$ cat config.mk
export PLATFORM = sky130hd
export DESIGN_NAME = rv_exec_top
export DESIGN_NICKNAME = d
export VERILOG_FILES = /design/src/rtl/rv_exec_pkg.sv /design/src/rtl/rv_alu.sv /design/src/rtl/rv_decode.sv /design/src/rtl/rv_exec_top.sv /design/src/rtl/rv_issue_reg.sv
export SDC_FILE = /design/constraint.sdc
export NUM_CORES = 1
export LEC_CHECK = 0
export ABC_AREA = 1
export BUFFER_PORTS_ARGS = -buffer_cell sky130_fd_sc_hd__buf_2
export CAP_MARGIN = 20
export CORE_MARGIN = 5
export CORE_UTILIZATION = 30
export CTS_CLUSTER_SIZE = 8
export DETAILED_ROUTE_END_ITERATION = 8
export PLACE_DENSITY_LB_ADDON = 0.25
export SYNTH_ARGS = -nofsm -noshare
export SYNTH_HDL_FRONTEND = slang
export SYNTH_SLANG_ARGS = --single-unit
$ cat constraint.sdc
create_clock -name clk -period 4.6 [get_ports clk]
set_input_delay 0.46 -clock clk [delete_from_list [all_inputs] [get_ports clk]]
set_output_delay 0.46 -clock clk [all_outputs]
set_load 0.03 [all_outputs]
$ cat src/rtl/rv_exec_pkg.sv
// rv32i execute slice: shared widths, control encodings and pipeline structs
`default_nettype none

package rv_exec_pkg;

  ////////////////////////////////////////////////////////////
  // widths
  ////////////////////////////////////////////////////////////

  localparam int unsigned XLEN    = 32;             // data path width
  localparam int unsigned ILEN    = 32;             // instruction word
  localparam int unsigned REG_AW  = 5;              // register index bits
  localparam int unsigned SHAMT_W = $clog2(XLEN);   // barrel shifter range

  // funct3 / funct7 codes the decoder needs for legality
  localparam logic [2:0] F3_ADD  = 3'b000;   // add/sub
  localparam logic [2:0] F3_SLL  = 3'b001;   // shift left
  localparam logic [2:0] F3_SR   = 3'b101;   // shift right, logical or arith
  localparam logic [6:0] F7_BASE = 7'b0000000;
  localparam logic [6:0] F7_ALT  = 7'b0100000;  // sub, sra

  typedef logic [XLEN-1:0]    xlen_t;      // operand / result value
  typedef logic [XLEN:0]      sum_t;       // adder result with extension bit
  typedef logic [REG_AW-1:0]  reg_addr_t;
  typedef logic [SHAMT_W-1:0] shamt_t;
  typedef logic [ILEN-1:0]    instr_t;

  ////////////////////////////////////////////////////////////
  // encodings
  ////////////////////////////////////////////////////////////

  // major opcodes handled by this slice
  typedef enum logic [6:0] {
    OPC_LOAD   = 7'b0000011,
    OPC_OP_IMM = 7'b0010011,
    OPC_AUIPC  = 7'b0010111,
    OPC_STORE  = 7'b0100011,
    OPC_OP     = 7'b0110011
  } opcode_e;

  // alu operation, laid out as {funct7[5], funct3}
  typedef enum logic [3:0] {
    AO_ADD  = 4'b0000,
    AO_SLL  = 4'b0001,
    AO_SLT  = 4'b0010,
    AO_SLTU = 4'b0011,
    AO_XOR  = 4'b0100,
    AO_SRL  = 4'b0101,
    AO_OR   = 4'b0110,
    AO_AND  = 4'b0111,
    AO_SUB  = 4'b1000,
    AO_SRA  = 4'b1101
  } alu_op_e;

  // operand pair selection
  typedef enum logic [2:0] {
    AI_R1_R2 = 3'd0,   // r-type
    AI_R1_II = 3'd1,   // rs1, i immediate
    AI_R1_IL = 3'd2,   // rs1, load offset
    AI_R1_IS = 3'd3,   // rs1, store offset
    AI_PC_IU = 3'd4    // pc, u immediate
  } alu_in_e;

  ////////////////////////////////////////////////////////////
  // pipeline structs
  ////////////////////////////////////////////////////////////

  typedef struct packed {
    alu_op_e   op;
    alu_in_e   ai;
    xlen_t     imm;        // sign extended, format already chosen
    reg_addr_t rd_addr;
    reg_addr_t rs1_addr;
    reg_addr_t rs2_addr;
    logic      wen;        // writes rd, rd != x0
    logic      illegal;
  } ctl_t;

  typedef struct packed {
    logic  valid;
    ctl_t  ctl;
    xlen_t pc;
    xlen_t rs1;
    xlen_t rs2;
  } issue_t;

  typedef struct packed {
    logic      valid;
    reg_addr_t rd_addr;
    logic      wen;
    logic      illegal;
    xlen_t     rd;
    sum_t      sum;        // top bit is the slt/sltu answer
  } result_t;

endpackage

`default_nettype wire

$ cat src/rtl/rv_alu.sv
// alu: operand mux, invertible adder, logic unit, shifter and registered result
`timescale 1ns/1ps
`default_nettype none

module rv_alu (
  input  wire                      clk,
  input  wire                      arst_n,
  input  wire  rv_exec_pkg::issue_t issue,
  output rv_exec_pkg::xlen_t       fwd_rd,   // unregistered rd
  output rv_exec_pkg::result_t     result
);

  import rv_exec_pkg::*;

  logic   sgn;   // sign extend arithmetic operands
  logic   inv;   // invert operand 2
  xlen_t  in1;   // multiplexed input 1
  xlen_t  in2;   // multiplexed input 2
  sum_t   ao1;   // arithmetic operand 1, one bit wider
  sum_t   ao2;
  sum_t   sum;
  xlen_t  lo1;   // logical operands
  xlen_t  lo2;
  shamt_t sa;    // shift amount
  xlen_t  rd;

  // one bit extension, signed or unsigned
  function automatic sum_t extend(input xlen_t val, input logic sgn_ext);
    extend = sgn_ext ? {val[XLEN-1], val} : {1'b0, val};
  endfunction

  ////////////////////////////////////////////////////////////
  // arithmetic
  ////////////////////////////////////////////////////////////

  assign sgn = (issue.ctl.op != AO_SLTU);   // address and auipc forms stay signed

  always_comb begin
    unique case (issue.ctl.ai)
      AI_R1_R2: begin in1 = issue.rs1; in2 = issue.rs2;     end
      AI_R1_II,
      AI_R1_IL,
      AI_R1_IS: begin in1 = issue.rs1; in2 = issue.ctl.imm; end  // imm format set by decode
      AI_PC_IU: begin in1 = issue.pc;  in2 = issue.ctl.imm; end
      default:  begin in1 = '0;        in2 = '0;            end
    endcase
  end

  assign ao1 = extend(in1, sgn);
  assign ao2 = extend(in2, sgn);

  always_comb begin
    unique case (issue.ctl.op)
      AO_SUB,
      AO_SLT,
      AO_SLTU: inv = 1'b1;
      default: inv = 1'b0;
    endcase
  end

  // subtract as a + ~b + 1
  assign sum = ao1 + (inv ? ~ao2 : ao2) + sum_t'(inv);

  ////////////////////////////////////////////////////////////
  // logic and shift
  ////////////////////////////////////////////////////////////

  // shared with the adder mux
  assign lo1 = ao1[XLEN-1:0];
  assign lo2 = ao2[XLEN-1:0];

  // immediate shamt for op-imm, rs2 low bits otherwise
  assign sa = (issue.ctl.ai == AI_R1_II) ? issue.ctl.imm[SHAMT_W-1:0]
                                         : issue.rs2[SHAMT_W-1:0];

  ////////////////////////////////////////////////////////////
  // output mux and result stage
  ////////////////////////////////////////////////////////////

  always_comb begin
    unique case (issue.ctl.op)
      AO_ADD,
      AO_SUB:  rd = sum[XLEN-1:0];
      AO_SLT,
      AO_SLTU: rd = xlen_t'(sum[XLEN]);       // sign of the wide difference
      AO_AND:  rd = lo1 & lo2;
      AO_OR:   rd = lo1 | lo2;
      AO_XOR:  rd = lo1 ^ lo2;
      AO_SRA:  rd = xlen_t'($signed(issue.rs1) >>> sa);
      AO_SRL:  rd = issue.rs1 >> sa;
      AO_SLL:  rd = issue.rs1 << sa;
      default: rd = '0;
    endcase
  end

  assign fwd_rd = rd;  // back to the issue register

  always_ff @(posedge clk or negedge arst_n) begin
    if (!arst_n) begin
      result <= '0;
    end else begin
      result.valid   <= issue.valid;
      result.rd_addr <= issue.ctl.rd_addr;
      result.wen     <= issue.valid && issue.ctl.wen;   // idle slots never write
      result.illegal <= issue.valid && issue.ctl.illegal;
      result.rd      <= rd;
      result.sum     <= sum;
    end
  end

endmodule

`default_nettype wire

$ cat src/rtl/rv_decode.sv
// rv32i decoder: instruction word to alu control struct with selected immediate
`timescale 1ns/1ps
`default_nettype none

module rv_decode (
  input  wire rv_exec_pkg::instr_t instr,
  output rv_exec_pkg::ctl_t        ctl
);

  import rv_exec_pkg::*;

  opcode_e    opc;
  logic [2:0] f3;
  logic [6:0] f7;
  xlen_t      imm_i;   // i-type, also load offset
  xlen_t      imm_s;   // store offset
  xlen_t      imm_u;   // upper immediate
  logic       writes;  // format has an rd

  ////////////////////////////////////////////////////////////
  // fields and immediates
  ////////////////////////////////////////////////////////////

  assign opc = opcode_e'(instr[6:0]);
  assign f3  = instr[14:12];
  assign f7  = instr[31:25];

  assign imm_i = {{20{instr[31]}}, instr[31:20]};
  assign imm_s = {{20{instr[31]}}, instr[31:25], instr[11:7]};
  assign imm_u = {instr[31:12], 12'b0};

  ////////////////////////////////////////////////////////////
  // control decode
  ////////////////////////////////////////////////////////////

  always_comb begin
    ctl          = '0;           // add, r1/r2, no write
    ctl.rd_addr  = instr[11:7];
    ctl.rs1_addr = instr[19:15];
    ctl.rs2_addr = instr[24:20];
    writes       = 1'b0;

    unique case (opc)
      OPC_OP: begin
        ctl.ai = AI_R1_R2;
        ctl.op = alu_op_e'({f7[5], f3});
        writes = 1'b1;
        // only sub and sra use the alternate funct7
        if (f7 == F7_ALT) begin
          ctl.illegal = !((f3 == F3_ADD) || (f3 == F3_SR));
        end else begin
          ctl.illegal = (f7 != F7_BASE);
        end
      end
      OPC_OP_IMM: begin
        ctl.ai  = AI_R1_II;
        ctl.imm = imm_i;
        writes  = 1'b1;
        if (f3 == F3_SR) begin
          ctl.op      = alu_op_e'({f7[5], f3});  // srli / srai
          ctl.illegal = (f7 != F7_BASE) && (f7 != F7_ALT);
        end else if (f3 == F3_SLL) begin
          ctl.op      = AO_SLL;
          ctl.illegal = (f7 != F7_BASE);
        end else begin
          ctl.op = alu_op_e'({1'b0, f3});  // bit 30 is immediate here
        end
      end
      OPC_LOAD: begin
        ctl.ai  = AI_R1_IL;   // address only, no rd write here
        ctl.imm = imm_i;
        ctl.op  = AO_ADD;
      end
      OPC_STORE: begin
        ctl.ai  = AI_R1_IS;
        ctl.imm = imm_s;
        ctl.op  = AO_ADD;
      end
      OPC_AUIPC: begin
        ctl.ai  = AI_PC_IU;
        ctl.imm = imm_u;
        ctl.op  = AO_ADD;
        writes  = 1'b1;
      end
      default: begin
        ctl.illegal = 1'b1;   // unknown major opcode
      end
    endcase

    // x0 writes are dropped here so forwarding never matches x0
    ctl.wen = writes && (ctl.rd_addr != '0) && !ctl.illegal;
  end

endmodule

`default_nettype wire

$ cat src/rtl/rv_exec_top.sv
// execute slice top: decoder, issue register and alu, two cycle latency
`timescale 1ns/1ps
`default_nettype none

module rv_exec_top (
  input  wire                          clk,
  input  wire                          arst_n,
  input  wire                          in_valid,
  input  wire  rv_exec_pkg::instr_t    instr,
  input  wire  rv_exec_pkg::xlen_t     pc,
  input  wire  rv_exec_pkg::xlen_t     rs1_val,
  input  wire  rv_exec_pkg::xlen_t     rs2_val,
  output logic                         out_valid,
  output logic                         out_wen,
  output logic                         out_illegal,
  output rv_exec_pkg::reg_addr_t       out_rd_addr,
  output rv_exec_pkg::xlen_t           out_rd,
  output rv_exec_pkg::sum_t            out_sum
);

  import rv_exec_pkg::*;

  ctl_t    ctl;      // decode -> issue
  issue_t  issue;    // issue -> alu
  xlen_t   fwd_rd;   // alu -> issue, forwarding path
  result_t result;

  rv_decode u_decode (
    .instr (instr),
    .ctl   (ctl)
  );

  rv_issue_reg u_issue (
    .clk      (clk),
    .arst_n   (arst_n),
    .in_valid (in_valid),
    .ctl      (ctl),
    .pc       (pc),
    .rs1_val  (rs1_val),
    .rs2_val  (rs2_val),
    .fwd_rd   (fwd_rd),
    .issue    (issue)
  );

  rv_alu u_alu (
    .clk    (clk),
    .arst_n (arst_n),
    .issue  (issue),
    .fwd_rd (fwd_rd),
    .result (result)
  );

  // outputs straight from the result register
  assign out_valid   = result.valid;
  assign out_wen     = result.wen;
  assign out_illegal = result.illegal;
  assign out_rd_addr = result.rd_addr;
  assign out_rd      = result.rd;
  assign out_sum     = result.sum;

endmodule

`default_nettype wire

$ cat src/rtl/rv_issue_reg.sv
// issue register: one decoded instruction in flight, with forwarding of the alu result
`timescale 1ns/1ps
`default_nettype none

module rv_issue_reg (
  input  wire                      clk,
  input  wire                      arst_n,
  input  wire                      in_valid,
  input  wire  rv_exec_pkg::ctl_t  ctl,
  input  wire  rv_exec_pkg::xlen_t pc,
  input  wire  rv_exec_pkg::xlen_t rs1_val,
  input  wire  rv_exec_pkg::xlen_t rs2_val,
  input  wire  rv_exec_pkg::xlen_t fwd_rd,   // alu result of the held entry
  output rv_exec_pkg::issue_t      issue
);

  import rv_exec_pkg::*;

  logic  fwd_ok;    // held entry writes, incoming uses registers
  logic  hit_rs1;
  logic  hit_rs2;
  xlen_t rs1_sel;
  xlen_t rs2_sel;

  // hazard detect against the entry now in the alu
  assign fwd_ok  = issue.valid && issue.ctl.wen && (ctl.ai != AI_PC_IU);
  assign hit_rs1 = fwd_ok && (ctl.rs1_addr == issue.ctl.rd_addr);
  assign hit_rs2 = fwd_ok && (ctl.rs2_addr == issue.ctl.rd_addr);

  assign rs1_sel = hit_rs1 ? fwd_rd : rs1_val;  // regfile value is stale on a hit
  assign rs2_sel = hit_rs2 ? fwd_rd : rs2_val;

  always_ff @(posedge clk or negedge arst_n) begin
    if (!arst_n) begin
      issue <= '0;
    end else begin
      issue.valid <= in_valid;
      issue.ctl   <= ctl;
      issue.pc    <= pc;
      issue.rs1   <= rs1_sel;
      issue.rs2   <= rs2_sel;
    end
  end

endmodule

`default_nettype wire

# Word level (Yosys, flattened, before mapping)
# Index checks and enable logic that the tools add are counted.
[word_totals]
input_bits = 131
out_inout_bits = 73
wordCells = 94
reg_bits = 216
[op_classes]
n_reduce_logical = 24
shift = 3
bitwise_logic = 4
add_sub_neg = 2
n_eq_ne = 26
mux = 19
[ops]
columns = ["operator", "n"]
rows = [
  ["32-bit one-hot mux with 8 select lines", 1],
  ["32-bit one-hot mux with 2 select lines", 2],
  ["33-bit two-way mux", 3],
  ["32-bit one-hot mux with 3 select lines", 1],
  ["32-bit two-way mux", 2],
  ["7-bit one-hot mux with 5 select lines", 1],
  ["33-bit by 1-bit adder with 33-bit output", 1],
  ["33-bit adder", 1],
  ["33-bit NOT", 1],
  ["32-bit AND", 1],
  ["32-bit OR", 1],
  ["32-bit by 5-bit left shift with 32-bit output", 1],
  ["32-bit by 5-bit >> shifter with 32-bit output", 1],
  ["32-bit by 5-bit >>> shifter with 32-bit output", 1],
  ["32-bit bitwise XOR", 1],
  ["7-bit by 6-bit == test with 1-bit output, second input constant", 3],
  ["4-bit by 3-bit == test with 1-bit output, second input constant", 4],
  ["7-bit by 5-bit == test with 1-bit output, second input constant", 2],
  ["5-bit == test", 2],
  ["3-bit OR reduction", 3],
  ["4-bit by 2-bit == test with 1-bit output, second input constant", 2],
  ["4-bit == test, second input constant", 2],
  ["1-bit logical AND", 8],
  ["4-bit OR reduction", 2],
  ["other kinds (20)", 31],
]

# Depth between registers and ports, before layout
[depth]
depth_word = 10
ltp_mapped = 24
mapped_depth_nobuf = 23

# Modules after synthesis
# From an unflattened synthesis, not the netlist that was laid out.
[unflattened]
hier_cells = 2436
hier_area_um2 = 17399.2
[modules_own_cells]
columns = ["mod", "seq_area_each_um2", "instances", "cells_each", "area_per_inst_um2"]
rows = [
  ["rv_alu", 1826.8, 1, 1802, 10696.5],
  ["rv_issue_reg", 3828.7, 1, 499, 5957.0],
  ["rv_decode", 0.0, 1, 135, 745.7],
]

# Least setup slack after synthesis
# No wires, ideal clock.
[synth_timing]
kind = "reg2reg"
from = "register, netlist name u_issue.issue[145]"
to = "register, netlist name u_issue.issue[19]"
setup_slack_ps = 1267
arrival_time_ps = 3216
required_ps = 4483
path_stages_with_launch = 19
path_buffers = 2
synth_period_minus_slack_ps = 3333
setup_time_ps = 117
cell_sequence = "dfrtp_1 > nor2_2 > nand2_2 > nand2_1 > clkbuf_1 > clkbuf_1 > a22oi_1 > xor2_1 > ha_1 > a21o_1 > a21oi_1 > o21ai_0 > a21oi_1 > nand2_1 > or2_2 > nand3_1 > nand3_1 > nand2_1 > nand2_1"
[synth_via]
elab_chain_cells = 10
word_cells_on_any_way = 24
classes_between = "add/sub: 2; eq/ne: 4; shift: 3; mux: 8; bitwise: 4; reduce/logical: 3"
[synth_rtl]
columns = ["item", "line", "rtl"]
rows = [
  ["3-bit by 2-bit == test with 1-bit output, or another cell as far along", "rv_alu.sv:39", "unique case (issue.ctl.ai)"],
  ["4-bit OR reduction (no line)", "-", ""],
  ["32-bit one-hot mux with 2 select lines", "rv_alu.sv:39", ""],
  ["33-bit two-way mux", "rv_alu.sv:29", "extend = sgn_ext ? {val[XLEN-1], val} : {1'b0, val};"],
  ["33-bit NOT", "rv_alu.sv:62", "assign sum = ao1 + (inv ? ~ao2 : ao2) + sum_t'(inv);"],
  ["33-bit two-way mux", "rv_alu.sv:62", ""],
  ["33-bit adder", "rv_alu.sv:62", ""],
  ["33-bit by 1-bit adder with 33-bit output", "rv_alu.sv:62", ""],
  ["32-bit one-hot mux with 8 select lines *", "rv_alu.sv:81", "unique case (issue.ctl.op)"],
  ["via fwd_rd[19]", "rv_exec_top.sv:25", "xlen_t fwd_rd;"],
  ["32-bit two-way mux *", "rv_issue_reg.sv:31", "assign rs2_sel = hit_rs2 ? fwd_rd : rs2_val;"],
  ["via u_issue.rs2_sel[19]", "rv_issue_reg.sv:23", "xlen_t rs2_sel;"],
]
# Mark *: on every way through the listed nets, which the timed path passes. The rest lies on a longest branch.

# Final worst setup path
[layout_timing]
from = "register, netlist name u_issue.issue[145]"
to = "register, netlist name u_issue.issue[32]"
[layout_via]
elab_chain_cells = 10
word_cells_on_any_way = 24
classes_between = "add/sub: 2; eq/ne: 4; shift: 3; mux: 8; bitwise: 4; reduce/logical: 3"
[layout_rtl]
columns = ["item", "line", "rtl"]
rows = [
  ["3-bit by 2-bit == test with 1-bit output, or another cell as far along", "rv_alu.sv:39", ""],
  ["4-bit OR reduction (no line)", "-", ""],
  ["32-bit one-hot mux with 2 select lines", "rv_alu.sv:39", ""],
  ["33-bit two-way mux", "rv_alu.sv:29", ""],
  ["33-bit NOT", "rv_alu.sv:62", ""],
  ["33-bit two-way mux", "rv_alu.sv:62", ""],
  ["33-bit adder", "rv_alu.sv:62", ""],
  ["33-bit by 1-bit adder with 33-bit output", "rv_alu.sv:62", ""],
  ["32-bit one-hot mux with 8 select lines *", "rv_alu.sv:81", ""],
  ["via fwd_rd[0]", "rv_exec_top.sv:25", ""],
  ["32-bit two-way mux *", "rv_issue_reg.sv:30", "assign rs1_sel = hit_rs1 ? fwd_rd : rs1_val;"],
  ["via u_issue.rs1_sel[0]", "rv_issue_reg.sv:22", "xlen_t rs1_sel;"],
]
# Marks and branches as above.

==> impl_metrics.yaml <==
run_status:
  status: "complete, no violations"
cells_and_area:
  postLayoutCellArea_mm2: 0.01874
  fin_nets: 2730
  n_antenna_cell: 0
  fin_cells: 3200
  multiInputGateArea_mm2: 0.008856
  final_layout_size_suffix_gt1_share_pct: 12.74
  fillers: 5670
  ff_latch_area_mm2: 0.005405
  final_core_util_pct: 35.81
  area_growth_pct: 18.56
drt:
  antenna_left: 0
  viasPerCell: 5.284
  wl_mm: 73.29
  wire_per_inst_um: 22.90
  drc: 0
  vias: 16908
  drtIter0Drc: 1787
  first_pass_iters: 5
synth:
  synthXorXnorAreaFrac_pct: 3.102
  synth_edf_count: 0
  synthTopCellsByCount: "738 x nand2_1, 294 x inv_1, 273 x nand3_1"
  yosys-top-cells-area: "dfrtp_1 34%, nand2_1 18%, nand3_1 8.6%"
  yosysUniqueCellTypes: 52
  syn_nets: 2535
  synth_top_cell_by_area: "dfrtp_1"
  synth_top_family_by_area: "simple AND/OR/NAND/NOR gates"
  yosysTopAreaCellShare_pct: 34.19
  ys_ff_latch: 216
  synth_compound_area_share_pct: 12.66
  ys_seq_area_share_pct: 34.19
  synthSimpleGateAreaFrac_pct: 32.34
  syn_inst: 2308
  netlist_area_mm2: 0.01581
  synth_adder_area_share_pct: 7.645
  yosysWarningCount: 0
  synth_mux_area_share_pct: 0
  yosys.cell_count.top_type: "nand2_1"
  syn_area_per_cell_um2: 6.850
  synth-main-ff-cell: "dfrtp_1"
  async_reset_ff_share_pct: 100.0
setup_path:
  worstSetupEndpointType: "flop"
  arrival_ps: 4690
  worstPathMaxFanout: 16
  critPathKind: "flop to flop"
  cp.required_ps: 5010
  startpoint_type: "flop"
floorplan:
  die_y_um: 239.6
  die_w_um: 239.6
  rows: 84
  io_pins: 204
  initial_utilization_pct: 30.20
  fp.dieArea_mm2: 0.05739
  core-area_mm2: 0.05234
clock_network:
  holdBufCountCts: 13
  cts_tree: "yes"
  cts_sinks: 216
  clkLatencyLatePin_ps: 560
  cts_buffers: 34
  cts_root_buf: "clkbuf_16"
  postCtsSetupRepairBufs: 0
  post_cts_resized: 0
  cts_max_level: 2
  clk_path_buf_depth: 3
  clk_pin_slew_ps: 50
timing:
  setup_slack_ps: 323.7
  max_slew_margin_pct: 35.50
  fin_tns_setup_ps: 0
  worst_clock_skew_ps: 27.69
  rsz0062_at_grt: "false"
  finalSetupViolations: 0
  min_period_over_period_pct: 92.96
  fmax_ghz: 0.2338
  finalMaxSlewViolations: 0
  worst_pin_slew_ps: 964.0
  hold_viol_final: 0
  min_period_ps: 4276
  hold_ws_ps: 24.87
placed_design:
  dp_cells: 3142
  routabilityCongestion: 1.003
  port_buffers: 203
  dp_slack_ps: 454.4
  dpl_cell_area_mm2: 0.01760
  dp_hpwl_mm: 58.40
global_routing:
  grt_pass1_wl_mm: 106.9
  grt_max_degree: 120
  grt.total_usage_pct: 24.88
  gr-total-overflow: 0
  grt_pass1_vias: 16427
  antenna_found_initial: 2
run:
  cap_violations: 0
power:
  cellPowerDensity_mw_per_mm2: 350.9
  total_power_mw: 6.578
  irDropWorstVdd_uv: 214.2
  leakage_nw: 9.888
hold_path:
  hold_class: "input pin to flop"
## cells in the final DEF, fill, tap and decap left out, drive strengths merged, types with 2 or more instances in the layout
cell | Yosys | final
buf | 48 | 243
nor3 | 10 | 10
nand3 | 275 | 275
clkinv | 2 | 3
clkbuf | 49 | 40
and2 | 17 | 17
xor2 | 51 | 51
nand2 | 743 | 743
a21o | 8 | 8
bufinv | 0 | 2
dlygate4sd3 | 0 | 13
a31oi | 5 | 5
xnor2 | 5 | 5
dfrtp | 216 | 216
o22ai | 37 | 37
o2111ai | 5 | 5
nand4 | 19 | 19
inv | 301 | 303
o211ai | 26 | 26
or2 | 7 | 7
a21boi | 2 | 2
nand3b | 5 | 5
o21bai | 4 | 4
a22oi | 27 | 27
a221oi | 19 | 19
a211oi | 4 | 4
a21oi | 58 | 58
ha | 95 | 95
nor4 | 7 | 7
nor2 | 129 | 129
o21ai | 128 | 128
## where the power goes
group	total, mW	switching [mW]	internal (mW)	leakage (nW)
sequential	2.19	0.0942	2.09	2.60
combinational	1.94	1.42	0.526	6.80
clock	2.45	0.963	1.48	0.492
## final timing paths
path	cells past startpoint	start	to	slack [ps]
max	17	u_issue.issue[145]$_DFF_PN0_	u_issue.issue[32]$_DFF_PN0_	320
min	1	pc[10]	u_issue.issue[74]$_DFF_PN0_	20
max reg2reg	17	u_issue.issue[145]$_DFF_PN0_	u_issue.issue[32]$_DFF_PN0_	320
min reg2reg	0	u_issue.issue[152]$_DFF_PN0_	u_alu.result[72]$_DFF_PN0_	420
max in group asynchronous	3	arst_n	u_issue.issue[55]$_DFF_PN0_	2880
min in group asynchronous	2	arst_n	u_issue.issue[110]$_DFF_PN0_	560
## cells by family after synthesis
group	count (synthesis)
AO/OA/AOI/OAI	327
XOR/XNOR	56
adder cells (fa/ha/maj)	96
buffers and inverters	400
flip-flops	216
AND/OR/NAND/NOR	1213
## critical path: stages, from the launching register on
cell and delay (ps):
dfrtp_1 430, o21ai_0 200, nand2_1 350, buf_4 350
a22oi_1 360, xor2_1 140, ha_1 410, nand2_1 140
nor2_1 160, nand4_1 170, nor4_1 270, and2_1 170
nor2_1 70, or2_0 230, nand3_1 110, nand3_1 300
nand2_1 140, nand2_1 90
## layer usage
metal | part of all wire, % | routed length [um] | track usage (%)
met3 | 7.3 | 5379 | 3.546
met1 | 44 | 32540 | 35.33
met5 | 0 | 0 | 0
met2 | 44 | 32050 | 38.25
met4 | 4.5 | 3318 | 9.978
## state kept, by name, summed over array words and instances (netlist names)
register	flops
u_issue.issue	143
u_alu.result	73
## cell type report
cell class,instances,area share [%]
Clock buffer,40,4.766
Clock inverter,5,0.6342
Inverter,303,6.081
Multi-Input combinational cell,1692,47.25
Sequential cell,216,28.84
Tap cell,688,4.593
Timing Repair Buffer,256,7.837
Power figures use the tool's default switching activity.
